File: config.mk
export PLATFORM = sky130hd
export DESIGN_NAME = writeback
export DESIGN_NICKNAME = d
export VERILOG_FILES = /design/src/source/wb_pkg.sv /design/src/source/flags_wb.sv /design/src/source/operand_select_wb.sv /design/src/source/repne_halt_wb.sv /design/src/source/commit_enable_wb.sv /design/src/source/writeback.sv
export SDC_FILE = /design/constraint.sdc
export NUM_CORES = 1
export LEC_CHECK = 0
export BUFFER_PORTS_ARGS = -buffer_cell sky130_fd_sc_hd__buf_2
export CAP_MARGIN = 30
export CORE_AREA = 5 5 287 289
export CTS_CLUSTER_DIAMETER = 120
export DETAILED_ROUTE_END_ITERATION = 16
export DIE_AREA = 0 0 292 294
export PLACE_DENSITY_LB_ADDON = 0.25
export RECOVER_POWER = 100
export SYNTH_ARGS = -nofsm -noshare
export SYNTH_HDL_FRONTEND = slang
export SYNTH_SLANG_ARGS = --single-unit
File: constraint.sdc
create_clock -name clk -period 7.3 [get_ports clk]
set_input_delay 1.46 -clock clk [delete_from_list [all_inputs] [get_ports clk]]
set_output_delay 1.46 -clock clk [all_outputs]
set_load 0.02 [all_outputs]
File: src/source/wb_pkg.sv
package wb_pkg;

   // data widths
   localparam int ADDR_W  = 32;
   localparam int SEG_W   = 16;
   localparam int MM_W    = 64;
   localparam int DR_W    = 3;
   localparam int DSIZE_W = 2;

   // control word carried alongside each micro-op
   localparam int CW_WIDTH = 32;

   // load requests from the control store
   localparam int CW_LD_EIP   = 0;
   localparam int CW_LD_CS    = 1;
   localparam int CW_LD_GPR3  = 2;
   localparam int CW_LD_SEG   = 3;
   localparam int CW_LD_MM    = 4;
   localparam int CW_LD_FLAGS = 5;

   // micro-op kind
   localparam int CW_IS_JNE         = 6;
   localparam int CW_IS_JNBE        = 7;
   localparam int CW_IS_CMOVC       = 8;
   localparam int CW_IS_HALT        = 9;
   localparam int CW_IS_CMPS_SECOND = 10;

   // operand selection
   localparam int CW_SAVE_NEIP     = 11;
   localparam int CW_SAVE_NCS      = 12;
   localparam int CW_USE_TEMP_NEIP = 13;
   localparam int CW_USE_TEMP_NCS  = 14;
   localparam int CW_PUSH_FLAGS    = 15;
   localparam int CW_POP_FLAGS     = 16;

   // affected flags field, bit order CF PF AF ZF SF OF
   localparam int CW_FLAGS_AFF_LO = 17;
   localparam int CW_FLAGS_AFF_W  = 6;

   // bits 23 to 31 of the control word are reserved

   // positions in the EFLAGS word
   localparam int FLAG_CF = 0;
   localparam int FLAG_PF = 2;
   localparam int FLAG_AF = 4;
   localparam int FLAG_ZF = 6;
   localparam int FLAG_SF = 7;
   localparam int FLAG_OF = 11;

   // bit 1 of EFLAGS always reads as one
   localparam logic [ADDR_W-1:0] FLAGS_RESET = 32'h0000_0002;

endpackage

File: src/source/flags_wb.sv
`timescale 1ns/1ps

module flags_wb (
   input  logic                        clk,
   input  logic                        rst_n,
   input  logic                        ld_flags_v,
   input  logic [wb_pkg::CW_WIDTH-1:0] cw,
   input  logic [wb_pkg::ADDR_W-1:0]   wb_flags,
   input  logic [wb_pkg::ADDR_W-1:0]   result_a,
   output logic [wb_pkg::ADDR_W-1:0]   final_flags
);
   import wb_pkg::*;

   logic [CW_FLAGS_AFF_W-1:0] aff;
   logic [ADDR_W-1:0]         aff_mask;
   logic [ADDR_W-1:0]         flags_q;

   assign aff = cw[CW_FLAGS_AFF_LO +: CW_FLAGS_AFF_W];

   // spread the compact affected field onto EFLAGS positions
   always_comb begin
      aff_mask          = '0;
      aff_mask[FLAG_CF] = aff[0];
      aff_mask[FLAG_PF] = aff[1];
      aff_mask[FLAG_AF] = aff[2];
      aff_mask[FLAG_ZF] = aff[3];
      aff_mask[FLAG_SF] = aff[4];
      aff_mask[FLAG_OF] = aff[5];
   end

   // popf takes the whole word from the stack value
   always_comb begin
      if (cw[CW_POP_FLAGS]) begin
         final_flags = result_a;
      end else begin
         final_flags = (wb_flags & aff_mask) | (flags_q & ~aff_mask);
      end
   end

   always_ff @(posedge clk or negedge rst_n) begin
      if (!rst_n) begin
         flags_q <= FLAGS_RESET;
      end else if (ld_flags_v) begin
         flags_q <= final_flags;
      end
   end

endmodule

File: src/source/operand_select_wb.sv
`timescale 1ns/1ps

module operand_select_wb (
   input  logic                        clk,
   input  logic                        rst_n,
   input  logic                        save_v,
   input  logic [wb_pkg::CW_WIDTH-1:0] cw,
   input  logic                        repne,
   input  logic [wb_pkg::ADDR_W-1:0]   result_a,
   input  logic [wb_pkg::ADDR_W-1:0]   result_c,
   input  logic [wb_pkg::ADDR_W-1:0]   neip,
   input  logic [wb_pkg::ADDR_W-1:0]   final_flags,
   input  logic [wb_pkg::SEG_W-1:0]    ncs,
   output logic [wb_pkg::ADDR_W-1:0]   data1,
   output logic [wb_pkg::ADDR_W-1:0]   eip_out,
   output logic [wb_pkg::ADDR_W-1:0]   count_next,
   output logic [wb_pkg::SEG_W-1:0]    cs_out
);
   import wb_pkg::*;

   logic [ADDR_W-1:0] temp_neip;
   logic [SEG_W-1:0]  temp_ncs;
   logic              count_dec;

   // pushf writes the merged flags instead of the alu result
   always_comb begin
      if (cw[CW_PUSH_FLAGS]) begin
         data1 = final_flags;
      end else begin
         data1 = result_a;
      end
   end

   // far call/ret keep the return target across micro-ops
   always_ff @(posedge clk or negedge rst_n) begin
      if (!rst_n) begin
         temp_neip <= '0;
      end else if (save_v && cw[CW_SAVE_NEIP]) begin
         temp_neip <= neip;
      end
   end

   always_ff @(posedge clk or negedge rst_n) begin
      if (!rst_n) begin
         temp_ncs <= '0;
      end else if (save_v && cw[CW_SAVE_NCS]) begin
         temp_ncs <= ncs;
      end
   end

   always_comb begin
      eip_out = cw[CW_USE_TEMP_NEIP] ? temp_neip : neip;
      cs_out  = cw[CW_USE_TEMP_NCS] ? temp_ncs : ncs;
   end

   // ecx count is decremented only on the second cmps micro-op
   assign count_dec = repne & cw[CW_IS_CMPS_SECOND];

   always_comb begin
      if (count_dec) begin
         count_next = result_c - ADDR_W'(1);
      end else begin
         count_next = result_c;
      end
   end

endmodule

File: src/source/repne_halt_wb.sv
`timescale 1ns/1ps

module repne_halt_wb (
   input  logic                        clk,
   input  logic                        rst_n,
   input  logic                        wb_v,
   input  logic [wb_pkg::CW_WIDTH-1:0] cw,
   input  logic                        repne,
   input  logic [wb_pkg::ADDR_W-1:0]   final_flags,
   input  logic [wb_pkg::ADDR_W-1:0]   count_next,
   output logic                        halt,
   output logic                        repne_terminate
);
   import wb_pkg::*;

   logic count_zero;

   assign count_zero = (count_next == '0);

   // repne cmps stops on a match or on an exhausted count
   assign repne_terminate = wb_v & repne & cw[CW_IS_CMPS_SECOND] &
                            (final_flags[FLAG_ZF] | count_zero);

   // sticky until reset
   always_ff @(posedge clk or negedge rst_n) begin
      if (!rst_n) begin
         halt <= 1'b0;
      end else if (wb_v && cw[CW_IS_HALT]) begin
         halt <= 1'b1;
      end
   end

endmodule

File: src/source/commit_enable_wb.sv
`timescale 1ns/1ps

module commit_enable_wb (
   input  logic                        wb_v,
   input  logic                        ex_ld_gpr1,
   input  logic                        ex_ld_gpr2,
   input  logic                        ex_dcache_write,
   input  logic                        repne_terminate,
   input  logic                        write_ready,
   input  logic [wb_pkg::CW_WIDTH-1:0] cw,
   input  logic [wb_pkg::ADDR_W-1:0]   final_flags,
   output logic                        ld_gpr1,
   output logic                        ld_gpr2,
   output logic                        ld_gpr3,
   output logic                        ld_seg,
   output logic                        ld_mm,
   output logic                        ld_eip,
   output logic                        ld_cs,
   output logic                        ld_flags_v,
   output logic                        save_v,
   output logic                        dcache_write,
   output logic                        stall
);
   import wb_pkg::*;

   logic cf;
   logic zf;
   logic jne_ok;
   logic jnbe_ok;
   logic eip_req;
   logic gpr2_req;
   logic ld_ok;
   logic gpr_ok;

   assign cf = final_flags[FLAG_CF];
   assign zf = final_flags[FLAG_ZF];

   // conditional branches only commit eip when taken
   assign jne_ok   = ~cw[CW_IS_JNE] | ~zf;
   assign jnbe_ok  = ~cw[CW_IS_JNBE] | (~cf & ~zf);
   assign eip_req  = cw[CW_LD_EIP] & jne_ok & jnbe_ok;

   // cmovc moves only with carry set
   assign gpr2_req = ex_ld_gpr2 & (~cw[CW_IS_CMOVC] | cf);

   // the cache write is not blocked by its own stall
   assign dcache_write = wb_v & ex_dcache_write & ~repne_terminate;
   assign stall        = dcache_write & ~write_ready;

   assign ld_ok  = wb_v & ~stall;
   assign gpr_ok = ld_ok & ~repne_terminate;

   // gpr loads are dropped on repne termination, eip and flags still go
   assign ld_gpr1    = gpr_ok & ex_ld_gpr1;
   assign ld_gpr2    = gpr_ok & gpr2_req;
   assign ld_gpr3    = gpr_ok & cw[CW_LD_GPR3];
   assign ld_seg     = ld_ok & cw[CW_LD_SEG];
   assign ld_mm      = ld_ok & cw[CW_LD_MM];
   assign ld_eip     = ld_ok & eip_req;
   assign ld_cs      = ld_ok & cw[CW_LD_CS];
   assign ld_flags_v = ld_ok & cw[CW_LD_FLAGS];
   assign save_v     = ld_ok;

endmodule

File: src/source/writeback.sv
`timescale 1ns/1ps

module writeback (
   input  logic                        clk,
   input  logic                        rst_n,
   input  logic                        wb_v,
   input  logic [wb_pkg::CW_WIDTH-1:0] cw,
   input  logic [wb_pkg::DSIZE_W-1:0]  datasize,
   input  logic                        ex_ld_gpr1,
   input  logic                        ex_ld_gpr2,
   input  logic                        ex_dcache_write,
   input  logic                        repne,
   input  logic [wb_pkg::ADDR_W-1:0]   result_a,
   input  logic [wb_pkg::ADDR_W-1:0]   result_b,
   input  logic [wb_pkg::ADDR_W-1:0]   result_c,
   input  logic [wb_pkg::ADDR_W-1:0]   wb_flags,
   input  logic [wb_pkg::MM_W-1:0]     result_mm,
   input  logic [wb_pkg::ADDR_W-1:0]   neip,
   input  logic [wb_pkg::SEG_W-1:0]    ncs,
   input  logic [wb_pkg::DR_W-1:0]     dr1,
   input  logic [wb_pkg::DR_W-1:0]     dr2,
   input  logic [wb_pkg::DR_W-1:0]     dr3,
   input  logic [wb_pkg::ADDR_W-1:0]   address,
   input  logic                        write_ready,

   // general register file
   output logic [wb_pkg::DR_W-1:0]     final_dr1,
   output logic [wb_pkg::DR_W-1:0]     final_dr2,
   output logic [wb_pkg::DR_W-1:0]     final_dr3,
   output logic [wb_pkg::ADDR_W-1:0]   final_data1,
   output logic [wb_pkg::ADDR_W-1:0]   final_data2,
   output logic [wb_pkg::ADDR_W-1:0]   final_data3,
   output logic                        ld_gpr1,
   output logic                        ld_gpr2,
   output logic                        ld_gpr3,
   output logic [wb_pkg::DSIZE_W-1:0]  final_datasize,
   output logic                        ld_seg,
   // mm, eip, cs and flags
   output logic [wb_pkg::MM_W-1:0]     mm_data,
   output logic                        ld_mm,
   output logic [wb_pkg::ADDR_W-1:0]   eip,
   output logic                        ld_eip,
   output logic [wb_pkg::SEG_W-1:0]    cs,
   output logic                        ld_cs,
   output logic [wb_pkg::ADDR_W-1:0]   flags,
   output logic                        ld_flags,
   // data cache
   output logic [wb_pkg::MM_W-1:0]     dcache_data,
   output logic [wb_pkg::ADDR_W-1:0]   dcache_address,
   output logic                        dcache_write,
   // dependency checker
   output logic                        dep_ld_gpr1,
   output logic                        dep_ld_gpr2,
   output logic                        dep_ld_gpr3,
   output logic                        dep_ld_seg,
   output logic                        dep_ld_mm,
   output logic                        dep_dcache_write,

   output logic                        halt,
   output logic                        repne_terminate,
   output logic                        stall,
   output logic [wb_pkg::ADDR_W-1:0]   flags_fwd,
   output logic [wb_pkg::ADDR_W-1:0]   count_fwd
);
   import wb_pkg::*;

   logic [ADDR_W-1:0] final_flags;
   logic [ADDR_W-1:0] data1;
   logic [ADDR_W-1:0] count_next;
   logic              save_v;

   flags_wb u_flags_wb (
      .clk         (clk),
      .rst_n       (rst_n),
      .ld_flags_v  (ld_flags),
      .cw          (cw),
      .wb_flags    (wb_flags),
      .result_a    (result_a),
      .final_flags (final_flags)
   );

   operand_select_wb u_operand_select_wb (
      .clk         (clk),
      .rst_n       (rst_n),
      .save_v      (save_v),
      .cw          (cw),
      .repne       (repne),
      .result_a    (result_a),
      .result_c    (result_c),
      .neip        (neip),
      .final_flags (final_flags),
      .ncs         (ncs),
      .data1       (data1),
      .eip_out     (eip),
      .count_next  (count_next),
      .cs_out      (cs)
   );

   repne_halt_wb u_repne_halt_wb (
      .clk             (clk),
      .rst_n           (rst_n),
      .wb_v            (wb_v),
      .cw              (cw),
      .repne           (repne),
      .final_flags     (final_flags),
      .count_next      (count_next),
      .halt            (halt),
      .repne_terminate (repne_terminate)
   );

   commit_enable_wb u_commit_enable_wb (
      .wb_v            (wb_v),
      .ex_ld_gpr1      (ex_ld_gpr1),
      .ex_ld_gpr2      (ex_ld_gpr2),
      .ex_dcache_write (ex_dcache_write),
      .repne_terminate (repne_terminate),
      .write_ready     (write_ready),
      .cw              (cw),
      .final_flags     (final_flags),
      .ld_gpr1         (ld_gpr1),
      .ld_gpr2         (ld_gpr2),
      .ld_gpr3         (ld_gpr3),
      .ld_seg          (ld_seg),
      .ld_mm           (ld_mm),
      .ld_eip          (ld_eip),
      .ld_cs           (ld_cs),
      .ld_flags_v      (ld_flags),
      .save_v          (save_v),
      .dcache_write    (dcache_write),
      .stall           (stall)
   );

   assign final_dr1      = dr1;
   assign final_dr2      = dr2;
   assign final_dr3      = dr3;
   assign final_data1    = data1;
   assign final_data2    = result_b;
   assign final_data3    = result_c;
   assign final_datasize = datasize;
   assign mm_data        = result_mm;
   assign flags          = final_flags;

   // cache port is 64 bits wide, upper half zero
   assign dcache_data    = {{(MM_W-ADDR_W){1'b0}}, data1};
   assign dcache_address = address;

   assign dep_ld_gpr1      = ld_gpr1;
   assign dep_ld_gpr2      = ld_gpr2;
   assign dep_ld_gpr3      = ld_gpr3;
   assign dep_ld_seg       = ld_seg;
   assign dep_ld_mm        = ld_mm;
   assign dep_dcache_write = dcache_write;

   // forwarded to earlier stages in the same cycle
   assign flags_fwd = final_flags;
   assign count_fwd = count_next;

endmodule

==> results.yml <==
final_layout:
  mostFrequentLayoutCell: "sky130_fd_sc_hd__clkbuf_1"
  area_delta_synth_final_pct: 18.2
  mostFrequentLayoutCells: "sky130_fd_sc_hd__clkbuf_1 (208), sky130_fd_sc_hd__buf_2 (205), sky130_fd_sc_hd__mux2_2 (103)"
  final_layout_size_suffix_gt1_share_pct: 36.1
  finish.net_count: 1243
timing:
  setup_skew_after_layout_ns: 0.00745
  worst_pin_slew_ns: 3.18
  grt_setup_unrepaired: "false"
  setup_viol: 0
  timing.final.max_slew_violations: 181
  max_clock_freq_mhz: 147
  timing.final.crit_share_pct: 93.0
  timing.final.hold_violations: 0
  period_needed_ns: 6.79
  fin_worst_hold_slack_ns: 0.483
  setup-tns-final_ns: 0
  worst_slew_slack_as_a_fraction_of_its_limit_pct: -112
power:
  p_comb_share_pct: 42.1
  power.static_leakage_uw: 0.00348
  power_report.internal_total_uw: 1130
  worst_ir_drop_vdd_mv: 0.0855
  power.switching_fraction_pct: 42.9
  pwr_density_cell_nw_per_um2: 220
  clock_power_share_pct: 26.9
  power.share.sequential_pct: 30.9
  switchingPower_uw: 845
clock_network:
  cts_sinks: 81
  ctsResizeCount: 0
  total_cts_buffers: 9
  worst_skew_pair.late_latency_ns: 0.37
  clock-root-buffer: "sky130_fd_sc_hd__clkbuf_16"
  tritoncts: "done"
  clk_path_buf_depth: 2
  cts.clk_slew.worst_paths_ns: 0.08
  cts-htree-levels: 3
  count_of_hold_fix_buffers_inserted_at_cts: 0
  cts_setup_buffers: 0
drt:
  ant_nets: 0
  post_drt_wl_per_cell_um: 16.5
  vias: 5909
  dr.first_iter.drc_count: 157
  viasPerCell: 2.98
  detail_route.drc_violations: 0
  first_pass_iters: 4
  route.final.wire_length_um: 32700
die:
  design.core.area_um2: 79600
  rows: 104
  die_width_um: 292
  num_io_pins: 752
  floorplan.die_area_um2: 85800
  die_height_um: 294
  floorplan.initialDensity_pct: 9.53
synthesis:
  synth_cell_types: 57
  synthCells: 765
  syn_avg_cell_area_um2: 9.92
  synth.yosys.seq_area_share_pct: 26.7
  synth_enable_flop_cells: 0
  ys.warnings.count: 0
  ys_seq_elements: 81
  synth.cell_area_um2: 7590
  synthArstFlopShare_pct: 100
  synth_top_flop_cell: "sky130_fd_sc_hd__dfrtp_1"
global_route:
  grt-ovfl-total: 0
  grt_first_pass_wirelength_um: 44000
  globalRouteTotalUtil_pct: 7.12
  grt_max_degree: 52
  antenna_violations_before_repair: 4
  grt_pass1_vias: 5926
critical_path:
  setup.worst_path.end_class: "primary output"
  critical_path.startpoint_type: "input pin"
  worst_ep_arrival_time_ns: 5.33
  worstSetupStartpoint: "result_c[6]"
  cp_max_fo: 7
  critPathRequiredTime_ns: 5.84
  path_class: "in2out"
  r2r-start: "u_flags_wb.flags_q[6]"
place:
  portBuffers: 406
  placed_wire_length_estimate_after_detailed_placement_um: 27700
  weighted_congestion_at_the_end_of_routability_driven_global_placement: 0.789
job:
  drv.max_cap_violation_count: 5
worst_hold_path:
  path_type_of_the_worst_min_delay_path: "reg2reg"
  worstHoldStart: "u_flags_wb.flags_q[27]"
outcome:
  failed_checks: "max-capacitance violations, max-slew violations"
  run_status: "complete, but fails checks"
==> cells by family (layout without fill, tap and decap cells) <==
logic type                 count (synthesis)  in the layout  synth area share (%)
other                                      1             34                0.0494
muxes                                    191            191                  28.2
xor gates and xnor gates                  28             28                  3.23
and+or+nand+nor                          116            116                  8.92
DFF                                       81             81                  26.7
AOI/OAI and AO/OA                         37             37                  3.41
buffers and inverters                    310            438                  29.3
adders and majority gates                  1              1                 0.165
==> area by class of cell <==
| class | count | area [µm²] |
|---|---|---|
| fill | 9280 | 70700 |
| clock inverter | 7 | 92.6 |
| sequential | 81 | 2030 |
| antenna | 2 | 5.00 |
| tap | 1060 | 1330 |
| timing repair buffer | 416 | 1840 |
| clock buffer | 9 | 225 |
| multi-input combinational | 405 | 3430 |
| inverter | 6 | 22.5 |
==> path summary, 6_finish.rpt <==
| check | end | slack [ns] | cells past startpoint |
|---|---|---|---|
| worst max-delay path | dep_ld_gpr3 | 0.51 | 10 |
| worst min-delay path | u_flags_wb.flags_q[27] | 0.48 | 1 |
| worst max register to register | u_operand_select_wb.temp_neip[30] | 4.13 | 6 |
| worst min register to register | u_flags_wb.flags_q[27] | 0.48 | 1 |
| max in group asynchronous | u_flags_wb.flags_q[0] | 1.92 | 2 |
| min in group asynchronous | u_operand_select_wb.temp_neip[14] | 1.56 | 1 |
==> routing by layer <==
layer  vias up  global-route usage [%]  wire length (µm)
met2       393                    11.7             15500
li1       2659                       -                 -
met4         2                    3.17              1400
met3        78                    3.00              3390
met1      2777                    8.06             12400
met5         -                   0.277                38
==> per-stage QoR <==
step	total power (µW)	cell area [µm²]	util (%)	setup slack [ns]	instances
after floorplan	1410	7710	-	1.28	796
after global placement	1510	8930	11.2	0.686	1965
after detailed placement	1520	8960	11.2	0.631	1967
after CTS	2100	9270	11.6	0.614	1983
after global routing	2120	8970	11.3	0.228	1984
final	1970	8970	11.3	0.510	1986
==> synth_stat cells, types with 8 or more instances <==
cell	number	share of area, %
sky130_fd_sc_hd__xor2_1	18	2.1
sky130_fd_sc_hd__nand2_1	19	0.94
sky130_fd_sc_hd__nor2_1	17	0.84
sky130_fd_sc_hd__nand4_1	8	0.66
sky130_fd_sc_hd__dfrtp_1	80	26
sky130_fd_sc_hd__nor4_1	15	1.2
sky130_fd_sc_hd__nor3_1	12	0.79
sky130_fd_sc_hd__mux2_1	34	5.0
sky130_fd_sc_hd__clkbuf_1	15	0.74
sky130_fd_sc_hd__o21ai_0	10	0.66
sky130_fd_sc_hd__nand3_1	8	0.53
sky130_fd_sc_hd__mux2_2	151	22
sky130_fd_sc_hd__xnor2_1	10	1.2
sky130_fd_sc_hd__buf_4	273	27
==> power groups by stage <==
stage,Combinational (µW),Clock (µW),Sequential (µW)
after CTS,901,585,612
after floorplan,802,0,605
after global placement,893,0,616
after detailed placement,899,0,620
after global routing,902,588,627
final,831,531,610
==> sequential cells by signal (all words and copies together), names as in the netlist <==
name	flops
u_flags_wb.flags_q	32
u_repne_halt_wb.halt	1
u_operand_select_wb.temp_ncs	16
u_operand_select_wb.temp_neip	32
==> critical path: stages <==
cell and delay (ns):
sky130_fd_sc_hd__buf_2 0.16, sky130_fd_sc_hd__nor3_1 0.56, sky130_fd_sc_hd__nand4_1 0.49, sky130_fd_sc_hd__o41ai_1 0.48
sky130_fd_sc_hd__nand4_1 0.23, sky130_fd_sc_hd__or4_4 0.59, sky130_fd_sc_hd__o31ai_1 0.45, sky130_fd_sc_hd__a21boi_0 0.38
sky130_fd_sc_hd__and3_1 0.34, sky130_fd_sc_hd__clkbuf_1 0.19
Note: power is estimated with default switching activity, not from simulation.
